File: config.mk
export PLATFORM = sky130hd
export DESIGN_NAME = debug_bridge
export DESIGN_NICKNAME = d
export VERILOG_FILES = /design/src/design/regmap_pkg.sv /design/src/design/serial_pkg.sv /design/src/design/debug_bridge.sv /design/src/design/probe_regs.sv /design/src/design/bridge_ctrl.sv /design/src/design/uart_tx.sv /design/src/design/uart_rx.sv
export SDC_FILE = /design/constraint.sdc
export NUM_CORES = 1
export LEC_CHECK = 0
export BUFFER_PORTS_ARGS = -buffer_cell sky130_fd_sc_hd__buf_2
export CAP_MARGIN = 5
export CORE_MARGIN = 5
export CORE_UTILIZATION = 55
export CTS_BUF_LIST = sky130_fd_sc_hd__clkbuf_2 sky130_fd_sc_hd__clkbuf_4 sky130_fd_sc_hd__clkbuf_8
export DETAILED_ROUTE_END_ITERATION = 12
export GPL_TIMING_DRIVEN = 0
export PLACE_DENSITY = 0.83
export SLEW_MARGIN = 20
export SYNTH_ARGS = -nofsm -noshare
export SYNTH_HDL_FRONTEND = slang
export SYNTH_SLANG_ARGS = --single-unit
File: constraint.sdc
create_clock -name clk -period 5.61 [get_ports clk]
set_input_delay 0.8415 -clock clk [delete_from_list [all_inputs] [get_ports clk]]
set_output_delay 0.8415 -clock clk [all_outputs]
set_load 0.01 [all_outputs]
File: src/design/regmap_pkg.sv
package regmap_pkg;

    // bus widths
    localparam int addr_w = 16;
    localparam int data_w = 16;

    typedef logic [addr_w-1:0] addr_t;
    typedef logic [data_w-1:0] word_t;

    localparam int probe_w = 32;

    typedef logic [probe_w-1:0] probe_t;

    localparam int num_in_probes = 2;
    localparam int num_out_probes = 2;

    // register map, each probe takes two addresses with the low half first
    localparam int addr_strobe = 0;

    // input snapshots are read only
    localparam int addr_in_base = 1;

    // output buffers are read/write
    localparam int addr_out_base = 5;
    localparam int addr_last = 8;

endpackage

File: src/design/serial_pkg.sv
package serial_pkg;

    // bit period in clk cycles, kept short so simulation runs quickly
    localparam int clocks_per_baud = 8;
    localparam int byte_w = 8;

    typedef logic [byte_w-1:0] byte_t;

    // protocol characters
    localparam byte_t char_read = 8'h52;
    localparam byte_t char_write = 8'h57;
    localparam byte_t char_data = 8'h44;
    localparam byte_t char_cr = 8'h0D;
    localparam byte_t char_lf = 8'h0A;

    // D, four hex digits, CR, LF
    localparam int resp_len = 7;

    // only 0-9 and uppercase A-F count as hex
    function automatic logic is_hex_char(input byte_t c);
        return ((c >= 8'h30) && (c <= 8'h39)) || ((c >= 8'h41) && (c <= 8'h46));
    endfunction

    function automatic logic [3:0] hex_to_nibble(input byte_t c);
        byte_t v;
        if (c <= 8'h39) begin
            v = c - 8'h30;
        end else begin
            v = c - 8'h37;
        end
        return v[3:0];
    endfunction

    function automatic byte_t nibble_to_hex(input logic [3:0] n);
        if (n < 4'd10) begin
            return 8'h30 + byte_t'(n);
        end
        return 8'h37 + byte_t'(n);
    endfunction

endpackage
File: src/design/debug_bridge.sv
module debug_bridge (
    input  logic               clk,
    input  logic               reset_i,
    input  logic               rx_i,
    output logic               tx_o,
    input  regmap_pkg::probe_t probe_in0_i,
    input  regmap_pkg::probe_t probe_in1_i,
    output regmap_pkg::probe_t probe_out0_o,
    output regmap_pkg::probe_t probe_out1_o
);
    import serial_pkg::*;
    import regmap_pkg::*;

    // serial receive side
    byte_t rx_data;
    logic rx_valid;

    // register bus
    addr_t reg_addr;
    word_t reg_wdata;
    logic reg_write;
    logic reg_valid;
    word_t rd_data;
    logic rd_valid;

    // transmit handshake
    byte_t tx_data;
    logic tx_req;
    logic tx_ack;

    uart_rx uart_rx_i (
        .clk        (clk),
        .reset_i    (reset_i),
        .rx_i       (rx_i),
        .rx_data_o  (rx_data),
        .rx_valid_o (rx_valid)
    );

    bridge_ctrl bridge_ctrl_i (
        .clk         (clk),
        .reset_i     (reset_i),
        .rx_data_i   (rx_data),
        .rx_valid_i  (rx_valid),
        .reg_addr_o  (reg_addr),
        .reg_wdata_o (reg_wdata),
        .reg_write_o (reg_write),
        .reg_valid_o (reg_valid),
        .rd_data_i   (rd_data),
        .rd_valid_i  (rd_valid),
        .tx_data_o   (tx_data),
        .tx_req_o    (tx_req),
        .tx_ack_i    (tx_ack)
    );

    probe_regs probe_regs_i (
        .clk          (clk),
        .reset_i      (reset_i),
        .reg_addr_i   (reg_addr),
        .reg_wdata_i  (reg_wdata),
        .reg_write_i  (reg_write),
        .reg_valid_i  (reg_valid),
        .rd_data_o    (rd_data),
        .rd_valid_o   (rd_valid),
        .probe_in0_i  (probe_in0_i),
        .probe_in1_i  (probe_in1_i),
        .probe_out0_o (probe_out0_o),
        .probe_out1_o (probe_out1_o)
    );

    uart_tx uart_tx_i (
        .clk       (clk),
        .reset_i   (reset_i),
        .tx_data_i (tx_data),
        .tx_req_i  (tx_req),
        .tx_ack_o  (tx_ack),
        .tx_o      (tx_o)
    );

endmodule

File: src/design/probe_regs.sv
module probe_regs (
    input  logic               clk,
    input  logic               reset_i,
    input  regmap_pkg::addr_t  reg_addr_i,
    input  regmap_pkg::word_t  reg_wdata_i,
    input  logic               reg_write_i,
    input  logic               reg_valid_i,
    output regmap_pkg::word_t  rd_data_o,
    output logic               rd_valid_o,
    input  regmap_pkg::probe_t probe_in0_i,
    input  regmap_pkg::probe_t probe_in1_i,
    output regmap_pkg::probe_t probe_out0_o,
    output regmap_pkg::probe_t probe_out1_o
);
    import regmap_pkg::*;

    localparam int in_idx_w = $clog2(num_in_probes);
    localparam int out_idx_w = $clog2(num_out_probes);

    probe_t probe_in [num_in_probes];
    probe_t in_snap_q [num_in_probes];
    probe_t out_buf_q [num_out_probes];
    probe_t out_q [num_out_probes];
    logic strobe_q;

    addr_t in_off;
    addr_t out_off;
    logic in_hit;
    logic out_hit;
    logic [in_idx_w-1:0] in_idx;
    logic [out_idx_w-1:0] out_idx;
    word_t rd_word;

    assign probe_in[0] = probe_in0_i;
    assign probe_in[1] = probe_in1_i;
    assign probe_out0_o = out_q[0];
    assign probe_out1_o = out_q[1];

    // address decode, bit 0 of the offset picks the half
    assign in_off = reg_addr_i - addr_t'(addr_in_base);
    assign out_off = reg_addr_i - addr_t'(addr_out_base);
    assign in_hit = (reg_addr_i >= addr_t'(addr_in_base)) &&
                    (in_off < addr_t'(2 * num_in_probes));
    assign out_hit = (reg_addr_i >= addr_t'(addr_out_base)) &&
                     (reg_addr_i <= addr_t'(addr_last));
    assign in_idx = in_off[in_idx_w:1];
    assign out_idx = out_off[out_idx_w:1];

    // unmapped reads return zero
    always_comb begin
        rd_word = '0;
        if (reg_addr_i == addr_t'(addr_strobe)) begin
            rd_word = {{(data_w-1){1'b0}}, strobe_q};
        end else if (in_hit) begin
            rd_word = in_off[0] ? in_snap_q[in_idx][probe_w-1:data_w] :
                                  in_snap_q[in_idx][data_w-1:0];
        end else if (out_hit) begin
            rd_word = out_off[0] ? out_buf_q[out_idx][probe_w-1:data_w] :
                                   out_buf_q[out_idx][data_w-1:0];
        end
    end

    always_ff @(posedge clk) begin
        if (reset_i) begin
            rd_valid_o <= 1'b0;
        end else begin
            rd_valid_o <= reg_valid_i && !reg_write_i;
        end
    end

    always_ff @(posedge clk) begin
        if (reg_valid_i && !reg_write_i) begin
            rd_data_o <= rd_word;
        end
    end

    always_ff @(posedge clk) begin
        if (reset_i) begin
            strobe_q <= 1'b0;
            in_snap_q <= '{default: '0};
            out_buf_q <= '{default: '0};
            out_q <= '{default: '0};
        end else begin
            // writes to read-only or unmapped addresses fall through
            if (reg_valid_i && reg_write_i) begin
                if (reg_addr_i == addr_t'(addr_strobe)) begin
                    strobe_q <= reg_wdata_i[0];
                end else if (out_hit) begin
                    if (out_off[0]) begin
                        out_buf_q[out_idx][probe_w-1:data_w] <= reg_wdata_i;
                    end else begin
                        out_buf_q[out_idx][data_w-1:0] <= reg_wdata_i;
                    end
                end
            end
            // probes track the buffers every clock while strobe is set
            if (strobe_q) begin
                in_snap_q <= probe_in;
                out_q <= out_buf_q;
            end
        end
    end

endmodule

File: src/design/bridge_ctrl.sv
module bridge_ctrl (
    input  logic              clk,
    input  logic              reset_i,
    input  serial_pkg::byte_t rx_data_i,
    input  logic              rx_valid_i,
    output regmap_pkg::addr_t reg_addr_o,
    output regmap_pkg::word_t reg_wdata_o,
    output logic              reg_write_o,
    output logic              reg_valid_o,
    input  regmap_pkg::word_t rd_data_i,
    input  logic              rd_valid_i,
    output serial_pkg::byte_t tx_data_o,
    output logic              tx_req_o,
    input  logic              tx_ack_i
);
    import serial_pkg::*;
    import regmap_pkg::*;

    typedef enum logic [1:0] {
        parse_idle,
        parse_read,
        parse_write
    } parse_state_t;

    typedef enum logic [1:0] {
        resp_idle,
        resp_req,
        resp_wait
    } resp_state_t;

    parse_state_t parse_q;
    logic [3:0] digit_cnt_q;
    // address nibbles first, then data nibbles for a write
    logic [addr_w+data_w-1:0] field_q;
    logic [3:0] digits_needed;
    logic have_digits;
    logic is_term;

    resp_state_t resp_q;
    logic [2:0] resp_idx_q;
    word_t resp_word_q;

    assign digits_needed = (parse_q == parse_read) ? 4'(addr_w / 4) : 4'((addr_w + data_w) / 4);
    assign have_digits = (digit_cnt_q == digits_needed);
    assign is_term = (rx_data_i == char_cr) || (rx_data_i == char_lf);

    // command parser
    always_ff @(posedge clk) begin
        if (reset_i) begin
            parse_q <= parse_idle;
            digit_cnt_q <= '0;
            reg_valid_o <= 1'b0;
        end else begin
            reg_valid_o <= 1'b0;
            if (rx_valid_i) begin
                case (parse_q)
                    parse_idle: begin
                        digit_cnt_q <= '0;
                        if (rx_data_i == char_read) begin
                            parse_q <= parse_read;
                        end else if (rx_data_i == char_write) begin
                            parse_q <= parse_write;
                        end
                    end
                    default: begin
                        if (!have_digits) begin
                            if (is_hex_char(rx_data_i)) begin
                                digit_cnt_q <= digit_cnt_q + 4'd1;
                            end else begin
                                parse_q <= parse_idle;
                            end
                        end else begin
                            // last byte must be the terminator
                            parse_q <= parse_idle;
                            reg_valid_o <= is_term;
                        end
                    end
                endcase
            end
        end
    end

    always_ff @(posedge clk) begin
        if (rx_valid_i && (parse_q != parse_idle)) begin
            if (!have_digits) begin
                field_q <= {field_q[addr_w+data_w-5:0], hex_to_nibble(rx_data_i)};
            end else begin
                reg_write_o <= (parse_q == parse_write);
                reg_wdata_o <= field_q[data_w-1:0];
                if (parse_q == parse_read) begin
                    reg_addr_o <= field_q[addr_w-1:0];
                end else begin
                    reg_addr_o <= field_q[addr_w+data_w-1:data_w];
                end
            end
        end
    end

    // response sequencer, one handshake per byte
    always_ff @(posedge clk) begin
        if (reset_i) begin
            resp_q <= resp_idle;
            resp_idx_q <= '0;
            tx_req_o <= 1'b0;
        end else begin
            case (resp_q)
                resp_idle: begin
                    // reads finishing mid-response are dropped
                    if (rd_valid_i) begin
                        resp_q <= resp_req;
                        resp_idx_q <= '0;
                        tx_req_o <= 1'b1;
                    end
                end
                resp_req: begin
                    if (tx_ack_i) begin
                        tx_req_o <= 1'b0;
                        resp_q <= resp_wait;
                    end
                end
                default: begin
                    // ack low means the frame is fully out
                    if (!tx_ack_i) begin
                        if (resp_idx_q == 3'(resp_len - 1)) begin
                            resp_q <= resp_idle;
                        end else begin
                            resp_idx_q <= resp_idx_q + 3'd1;
                            tx_req_o <= 1'b1;
                            resp_q <= resp_req;
                        end
                    end
                end
            endcase
        end
    end

    always_ff @(posedge clk) begin
        if ((resp_q == resp_idle) && rd_valid_i) begin
            resp_word_q <= rd_data_i;
        end
    end

    always_comb begin
        case (resp_idx_q)
            3'd0: tx_data_o = char_data;
            3'd1: tx_data_o = nibble_to_hex(resp_word_q[15:12]);
            3'd2: tx_data_o = nibble_to_hex(resp_word_q[11:8]);
            3'd3: tx_data_o = nibble_to_hex(resp_word_q[7:4]);
            3'd4: tx_data_o = nibble_to_hex(resp_word_q[3:0]);
            3'd5: tx_data_o = char_cr;
            default: tx_data_o = char_lf;
        endcase
    end

    a_single_access: assert property (@(posedge clk) disable iff (reset_i)
        reg_valid_o |=> !reg_valid_o);

    a_tx_data_stable: assert property (@(posedge clk) disable iff (reset_i)
        $past(tx_req_o) && tx_req_o |-> $stable(tx_data_o));

endmodule

File: src/design/uart_tx.sv
module uart_tx (
    input  logic              clk,
    input  logic              reset_i,
    input  serial_pkg::byte_t tx_data_i,
    input  logic              tx_req_i,
    output logic              tx_ack_o,
    output logic              tx_o
);
    import serial_pkg::*;

    localparam int baud_w = $clog2(clocks_per_baud);
    localparam logic [3:0] last_bit = 4'd9;

    logic [baud_w-1:0] baud_cnt_q;
    logic [3:0] bit_cnt_q;
    // data bits followed by the stop bit
    logic [byte_w:0] frame_q;
    logic busy_q;
    logic accept;
    logic bit_end;

    // new request only seen once the previous ack has dropped
    assign accept = !tx_ack_o && tx_req_i;
    assign bit_end = busy_q && (baud_cnt_q == '0);

    always_ff @(posedge clk) begin
        if (reset_i) begin
            tx_o <= 1'b1;
            tx_ack_o <= 1'b0;
            busy_q <= 1'b0;
            bit_cnt_q <= '0;
            baud_cnt_q <= '0;
        end else if (!tx_ack_o) begin
            if (tx_req_i) begin
                // start bit goes out right away
                tx_ack_o <= 1'b1;
                busy_q <= 1'b1;
                tx_o <= 1'b0;
                bit_cnt_q <= '0;
                baud_cnt_q <= baud_w'(clocks_per_baud - 1);
            end
        end else if (busy_q) begin
            if (bit_end) begin
                baud_cnt_q <= baud_w'(clocks_per_baud - 1);
                if (bit_cnt_q == last_bit) begin
                    busy_q <= 1'b0;
                end else begin
                    tx_o <= frame_q[0];
                    bit_cnt_q <= bit_cnt_q + 4'd1;
                end
            end else begin
                baud_cnt_q <= baud_cnt_q - 1'b1;
            end
        end else if (!tx_req_i) begin
            // stop bit done and request released
            tx_ack_o <= 1'b0;
        end
    end

    always_ff @(posedge clk) begin
        if (accept) begin
            frame_q <= {1'b1, tx_data_i};
        end else if (bit_end && (bit_cnt_q != last_bit)) begin
            frame_q <= frame_q >> 1;
        end
    end

    a_ack_held: assert property (@(posedge clk) disable iff (reset_i)
        tx_ack_o && tx_req_i |=> tx_ack_o);

endmodule

File: src/design/uart_rx.sv
module uart_rx (
    input  logic              clk,
    input  logic              reset_i,
    input  logic              rx_i,
    output serial_pkg::byte_t rx_data_o,
    output logic              rx_valid_o
);
    import serial_pkg::*;

    // wide enough for the 1.5 bit delay after the start edge
    localparam int cnt_w = $clog2(clocks_per_baud * 2);
    localparam logic [3:0] state_idle = 4'd0;
    localparam logic [3:0] state_first = 4'd1;
    localparam logic [3:0] state_stop = 4'd9;

    logic rx_meta_q;
    logic rx_sync_q;
    logic [3:0] bit_state_q;
    logic [cnt_w-1:0] baud_cnt_q;
    byte_t shift_q;
    logic baud_done;

    assign baud_done = (baud_cnt_q == '0);
    assign rx_data_o = shift_q;

    // two flop synchronizer, line idles high
    always_ff @(posedge clk) begin
        if (reset_i) begin
            rx_meta_q <= 1'b1;
            rx_sync_q <= 1'b1;
        end else begin
            rx_meta_q <= rx_i;
            rx_sync_q <= rx_meta_q;
        end
    end

    always_ff @(posedge clk) begin
        if (reset_i) begin
            bit_state_q <= state_idle;
            baud_cnt_q <= '0;
            rx_valid_o <= 1'b0;
        end else begin
            rx_valid_o <= 1'b0;
            if (bit_state_q == state_idle) begin
                // start edge, skip to the middle of data bit 0
                if (!rx_sync_q) begin
                    bit_state_q <= state_first;
                    baud_cnt_q <= cnt_w'(clocks_per_baud + clocks_per_baud / 2 - 1);
                end
            end else if (baud_done) begin
                if (bit_state_q == state_stop) begin
                    bit_state_q <= state_idle;
                    rx_valid_o <= 1'b1;
                end else begin
                    bit_state_q <= bit_state_q + 4'd1;
                    baud_cnt_q <= cnt_w'(clocks_per_baud - 1);
                end
            end else begin
                baud_cnt_q <= baud_cnt_q - 1'b1;
            end
        end
    end

    // data arrives lsb first
    always_ff @(posedge clk) begin
        if (baud_done && (bit_state_q >= state_first) && (bit_state_q < state_stop)) begin
            shift_q <= {rx_sync_q, shift_q[byte_w-1:1]};
        end
    end

    a_state_in_range: assert property (@(posedge clk) disable iff (reset_i)
        bit_state_q <= state_stop);

endmodule

======== Yosys cells after proc, flatten, opt, wreduce, memory -nomap -nowiden ========
Index checks and enable logic that the tools add are counted.
operators by class
  $add $sub $neg .......................... 18
  order comparisons ....................... 17
  eq/ne operators ......................... 31
  muxes and demuxes ....................... 93
  bitwise logic cells ..................... 7
  reductions and logical operators ........ 45
operators with widths
  cell                   count
  $mux 32                7
  $bwmux 64              2
  $mux 16                6
  $mux 8                 10
  $mux 4                 18
  $demux 32 s1           2
  $mux 64                1
  $add 6x4->7 const A    8
  $pmux 8 s6             1
  $mux 1                 28
  $mux 3                 7
  $lt 4x4->1 const B     5
  $eq 8x4->1 const B     2
  $eq 8x7->1 const B     2
  $ge 16x1->1 const B    1
  $ge 16x3->1 const B    1
  $le 16x4->1 const B    1
  $logic_not 16->1       1
  $lt 16x3->1 const B    1
  $mux 2                 8
  $sub 16x1->16 const B  1
  $logic_and 1x1->1      14
  $ne 2x2->1 const B     7
  $add 4x1->4 const B    3
  40 further kinds       74
word-level totals
  bits in registers ....................... 342
  output and inout port bits .............. 65
  word-level logic and storage cells ...... 245

======== Depth between registers and ports, before layout ========
  depth in word-level cells ............... 9
  gate-level depth with buffers ........... 10

======== By module ========
Synthesis repeated with hierarchy kept, for this count alone.
unflattened totals
  cells, all modules ...................... 1346
  area, all modules ....................... 14829.2 um^2
by module, submodules not included
  module       instances  cells each  area each (um^2)  sequential area each (um^2)
  probe_regs   1          890         9001.1            4364.2
  bridge_ctrl  1          298         4132.7            2692.6
  uart_tx      1          93          895.9             460.4
  uart_rx      1          65          799.5             460.4

======== Worst setup path after synthesis ========
OpenSTA, ideal clock, no wires.
  path type ............................... register to register
  from .................................... register bridge_ctrl_i.parse_q[0]
  to ...................................... register bridge_ctrl_i.field_q[0], enable pin
  arrival time ............................ 2.500 ns
  data required time ...................... 5.185 ns
  slack ................................... 2.686 ns
  cell stages (with the launch flop) ...... 6
  cells stage by stage .................... dfxtp_1 nor2b_1 clkbuf_8 mux2i_1 nand2b_1 nor2b_1
between the ends
  longest elaborated chain between the ends .. 5
  elaborated cells on any way between the ends .. 7
RTL lines
  item                          RTL line           source
  start, declared               bridge_ctrl.sv:31  parse_state_t parse_q;
  start signal, assigned        bridge_ctrl.sv:50  parse_q <= parse_idle;
  start signal, assigned        bridge_ctrl.sv:60  parse_q <= parse_read;
  start signal, assigned        bridge_ctrl.sv:62  parse_q <= parse_write;
  $eq 2x1->1                    bridge_ctrl.sv:43  assign digits_needed = (parse_q == parse_read) ? 4'(addr_w / 4) : 4'((addr_w + data_w) / 4);
  $mux 4                        bridge_ctrl.sv:43
  $eq 4x4->1                    bridge_ctrl.sv:44  assign have_digits = (digit_cnt_q == digits_needed);
  $not 1->1 (no line)           n/a
  $reduce_and 2->1 (no line) *  n/a
  end signal, assigned          bridge_ctrl.sv:86  field_q <= {field_q[addr_w+data_w-5:0], hex_to_nibble(rx_data_i)};
  end, declared                 bridge_ctrl.sv:34  logic [addr_w+data_w-1:0] field_q;
Mark *: on every way between the ends. The rest lies on a longest branch, timed or not.
A chain may end at the register's enable or synchronous reset.

======== Worst setup path after layout ========
  from .................................... register bridge_ctrl_i.reg_addr_o[0]
  to ...................................... register probe_regs_i.rd_data_o[11], data pin
between the ends
  longest elaborated chain between the ends .. 8
  elaborated cells on any way between the ends .. 21
RTL lines
  item                                                   RTL line           source
  start, declared                                        bridge_ctrl.sv:6   output regmap_pkg::addr_t reg_addr_o,
  start signal, assigned                                 bridge_ctrl.sv:91  reg_addr_o <= field_q[addr_w-1:0];
  start signal, assigned                                 bridge_ctrl.sv:93  reg_addr_o <= field_q[addr_w+data_w-1:data_w];
  branches (longest 8 deep; another with $sub 16x1->16)  n/a
  end signal, assigned                                   probe_regs.sv:73   rd_data_o <= rd_word;
  end, declared                                          probe_regs.sv:8    output regmap_pkg::word_t rd_data_o,
Several ways; the timed one is not identified. The select of a mux whose other input is x is not followed.

==> flow_summary.rst <==
.. list-table::
   :header-rows: 1

   * - Metric
     - Value
   * - Global placement routability congestion
     - 0.9187
   * - Post-route worst hold slack
     - 0.4169 ns
   * - Maximum fanout count along the critical path
     - 10
   * - Maximum number of pins on one net before global-route repair
     - 29
   * - Required @ worst endpoint
     - 5.92 ns
   * - Number of nets in the finished design
     - 1,588
   * - Area inside the core boundary
     - 25,910 µm²
   * - Setup WS pre-CTS
     - 2.436 ns
   * - Dpl cells
     - 1,777
   * - Run status
     - complete, no violations
   * - Crit Path Category
     - flip-flop to flip-flop
   * - Min Clock Period, post-route
     - 3.199 ns
   * - Worst hold path depth
     - 0
   * - Clock sink count
     - 342
   * - Worst Max-Slew Pin Slew
     - 0.9414 ns
   * - Mean instance size in the synthesized netlist
     - 11.00 µm²
   * - Area growth syn-to-layout
     - 15.63%
   * - Number of design-rule violations left by the first detailed-router iteration
     - 830
   * - Number of ports placed on the die boundary
     - 132
   * - Input/output buffers
     - 131
   * - H-tree depth
     - 2
   * - Post-route insts no fill
     - 1,873
   * - Die ar.
     - 29,510 µm²
   * - Total GRT Usage
     - 24.70%
   * - Setup Viol. Count Final
     - 0
   * - Final Max Tran Viols
     - 0
   * - Antenna violations before repair
     - 0
   * - Clock skew
     - 0.02922 ns
   * - Number of buffers added to fix hold violations after cts
     - 0
   * - Endpoint class of the critical path
     - flip-flop
   * - Remaining global-route overflow
     - 0
   * - Clock slew seen by the registers of the worst setup and hold paths
     - 0.06 ns
   * - Cell-by-cell listing of the critical path
     - buf_2, inv_1, ha_1, clkbuf_1, clkbuf_1, mux4_2, nand2_1, mux2i_1
   * - Global-route wire length before repair
     - 57,370 µm
   * - Worst path most repeated cell
     - sky130_fd_sc_hd__clkbuf_1
   * - Number of hold violations in the final report
     - 0
   * - Post-Synthesis Cells
     - 1,309
   * - Delay of the slowest critical-path stage
     - 0.61 ns
   * - Synthesized cell area
     - 14,400 µm²
   * - Largest vdd supply drop
     - 0.2478 mV
   * - Net count after synthesis
     - 1,401
   * - Logic depth of the worst register-to-register path
     - 8
   * - Count of flip-flops with a built-in enable after synthesis
     - 113
   * - Upper clock frequency limit
     - 312.6 MHz
   * - Row cnt
     - 59
   * - Power per standard cell area
     - 302.4 nW/µm²
   * - Cts repair resizes
     - 0
   * - 1st-pass router iterations
     - 6
   * - Total CTS buffers
     - 52
   * - Post-route setup slack
     - 2.411 ns
   * - CTS tree
     - built
   * - Vias in the first global route
     - 10.84k
   * - Share of flip-flops with an asynchronous set or reset after synthesis
     - 0%
   * - Die H
     - 171.8 µm
   * - Summed negative setup slack over all endpoints
     - 0 ns
   * - Critical Path Start Type
     - flip-flop
   * - Number of routed nets with antenna violations
     - 0
   * - Sum of net half-perimeters after detailed placement
     - 27,150 µm
   * - Max-cap violation count
     - 0
   * - Hold WC Path Type
     - flip-flop to flip-flop
   * - Post-CTS setup buffer count
     - 0
   * - Post-route DRC violation count
     - 0
   * - Headroom to the max-slew limit
     - 37.24%
   * - Mean number of vias per cell
     - 5.761
   * - Final clock period utilization by the worst path
     - 57.02%
   * - Die outline width
     - 171.8 µm
   * - Sequential area share after synthesis
     - 55.41%
   * - Utilization after layout
     - 64.25%
   * - Routed wire length
     - 36,710 µm
   * - Max stage delay cell, worst path
     - sky130_fd_sc_hd__clkbuf_1
   * - Routed length per instance
     - 19.60 µm
   * - Effective utilization at floorplan
     - 55.57%
   * - Leakage Power
     - 0.005902 µW
   * - Critical path arrival
     - 3.51 ns
   * - Layout cells sized above 1
     - 19.90%
   * - Root Driver
     - sky130_fd_sc_hd__clkbuf_8
   * - Number of warnings issued by yosys
     - 0
   * - Number of diodes
     - 0
   * - Dominant synthesized flop cell
     - sky130_fd_sc_hd__dfxtp_1
   * - Clock latency of the later-clocked register in the worst-skew pair
     - 0.58 ns
   * - Number of buffers on the longest clock path
     - 3
   * - RSZ-0062 raised after global routing
     - false
   * - Unique masters post-synth
     - 65
   * - Seq cells post-synth
     - 342
   * - Total vias in the final route
     - 10.79k
[cells in the mapped netlist (17+ instances only)]
| master | n | share of area (%) |
|---|---|---|
| sky130_fd_sc_hd__a21oi_1 | 80 | 2.8 |
| sky130_fd_sc_hd__clkbuf_1 | 50 | 1.3 |
| sky130_fd_sc_hd__dfxtp_1 | 229 | 32 |
| sky130_fd_sc_hd__edfxtp_1 | 113 | 24 |
| sky130_fd_sc_hd__ha_1 | 25 | 2.2 |
| sky130_fd_sc_hd__inv_1 | 26 | 0.68 |
| sky130_fd_sc_hd__mux2_2 | 17 | 1.3 |
| sky130_fd_sc_hd__mux2i_1 | 150 | 10 |
| sky130_fd_sc_hd__mux4_2 | 32 | 5.0 |
| sky130_fd_sc_hd__nand2_1 | 126 | 3.3 |
| sky130_fd_sc_hd__nand3_1 | 69 | 2.4 |
| sky130_fd_sc_hd__nor2_1 | 158 | 4.1 |
| sky130_fd_sc_hd__nor2b_1 | 20 | 0.87 |
| sky130_fd_sc_hd__o21ai_0 | 23 | 0.80 |
[power breakdown]
part	internal, µW	switching [µW]	leakage, µW
Clock	1180	963	0.000594
Combinational	98.6	152	0.00236
Sequential	2600	43.3	0.00295
Total	3880	1160	0.00590
[routing by layer]
layer / up-vias / wire length [µm] / global-route usage, %
li1: 5048 / - / -
met1: 5171 / 13990 / 30.58
met2: 480 / 18510 / 43.35
met3: 91 / 2905 / 3.884
met4: 0 / 1311 / 9.979
met5: - / 0 / 0
[registers in the layout (all words and copies together), names as in the netlist, 2 cells and up]
register                   cells
bridge_ctrl_i.digit_cnt_q      4
bridge_ctrl_i.field_q         32
bridge_ctrl_i.parse_q          2
bridge_ctrl_i.reg_addr_o      16
bridge_ctrl_i.reg_wdata_o     16
bridge_ctrl_i.resp_idx_q       3
bridge_ctrl_i.resp_q           2
bridge_ctrl_i.resp_word_q     16
probe_regs_i.in_snap_q        64
probe_regs_i.out_buf_q        64
probe_regs_i.probe_out0_o     32
probe_regs_i.probe_out1_o     32
probe_regs_i.rd_data_o        16
uart_rx_i.baud_cnt_q           4
uart_rx_i.bit_state_q          4
uart_rx_i.rx_data_o            8
uart_tx_i.baud_cnt_q           3
uart_tx_i.bit_cnt_q            4
uart_tx_i.frame_q              9
[stage by stage]
stage / total power (µW) / area (µm²)
2_1_floorplan: 2849 / 14400
3_3_place_gp: 2928 / 15470
3_5_place_dp: 2939 / 15540
4_1_cts: 5050 / 16640
5_1_grt: 5217 / 16650
6_report: 5034 / 16650
[worst max-delay path: cells and delay by family (launching register included)]
family / cells / cell delay, ns
buffers and inverters: 4 / 1.46
AND/OR/NAND/NOR: 1 / 0.17
flip-flops: 1 / 0.44
multiplexers: 2 / 0.56
adder cells (fa/ha/maj): 1 / 0.30
[cell usage in the layout (no fill, tap or decap), types with 5 or more instances in the layout]
master	count
sky130_fd_sc_hd__nor2_1	157
sky130_fd_sc_hd__edfxtp_1	113
sky130_fd_sc_hd__inv_1	26
sky130_fd_sc_hd__or4_1	5
sky130_fd_sc_hd__mux4_2	32
sky130_fd_sc_hd__nand4_1	9
sky130_fd_sc_hd__clkbuf_1	50
sky130_fd_sc_hd__buf_2	140
sky130_fd_sc_hd__nor3_1	15
sky130_fd_sc_hd__mux2_2	17
sky130_fd_sc_hd__clkbuf_4	13
sky130_fd_sc_hd__clkinv_2	9
sky130_fd_sc_hd__a31oi_1	8
sky130_fd_sc_hd__and2_1	7
sky130_fd_sc_hd__mux2i_1	150
sky130_fd_sc_hd__nor2b_1	18
sky130_fd_sc_hd__nand3_1	69
sky130_fd_sc_hd__ha_1	25
sky130_fd_sc_hd__or2_2	5
sky130_fd_sc_hd__dfxtp_1	229
sky130_fd_sc_hd__buf_1	16
sky130_fd_sc_hd__a211oi_1	5
sky130_fd_sc_hd__clkbuf_8	66
sky130_fd_sc_hd__clkinv_1	7
sky130_fd_sc_hd__xnor2_1	9
sky130_fd_sc_hd__o21ai_0	23
sky130_fd_sc_hd__xor2_1	5
sky130_fd_sc_hd__a21boi_0	6
sky130_fd_sc_hd__a311oi_1	6
sky130_fd_sc_hd__nor4_1	6
sky130_fd_sc_hd__nand2_1	126
sky130_fd_sc_hd__nand2b_1	9
sky130_fd_sc_hd__a21oi_1	80
[path summary, 6_finish.rpt]
check,startpoint,end,slack (ns)
max reg2reg,bridge_ctrl_i.reg_addr_o[0],probe_regs_i.rd_data_o[11],2.41
min,probe_regs_i.rd_data_o[15],bridge_ctrl_i.resp_word_q[15],0.42
max,bridge_ctrl_i.reg_addr_o[0],probe_regs_i.rd_data_o[11],2.41
min reg2reg,probe_regs_i.rd_data_o[15],bridge_ctrl_i.resp_word_q[15],0.42
[layout make-up]
class,count,area [µm²]
buffer,82,352.8
clock buffer,78,992.2
clock inverter,18,112.6
fill,1993,9264
inverter,26,97.59
multi-input combinational,859,5992
sequential,342,7978
tap,335,419.2
timing repair buffer,133,703.2
[kinds of logic (layout without fill, tap and decap cells)]
group | after synthesis | count (layout) | synth area share (%)
adders and majority gates | 25 | 25 | 2.173
xor gates and xnor gates | 14 | 14 | 0.8517
muxes | 199 | 199 | 16.76
buffers and inverters | 108 | 337 | 3.128
AOI/OAI and AO/OA | 160 | 160 | 6.596
and+or+nand+nor | 461 | 461 | 15.08
DFF | 342 | 342 | 55.41
Power figures use the tool's default switching activity.
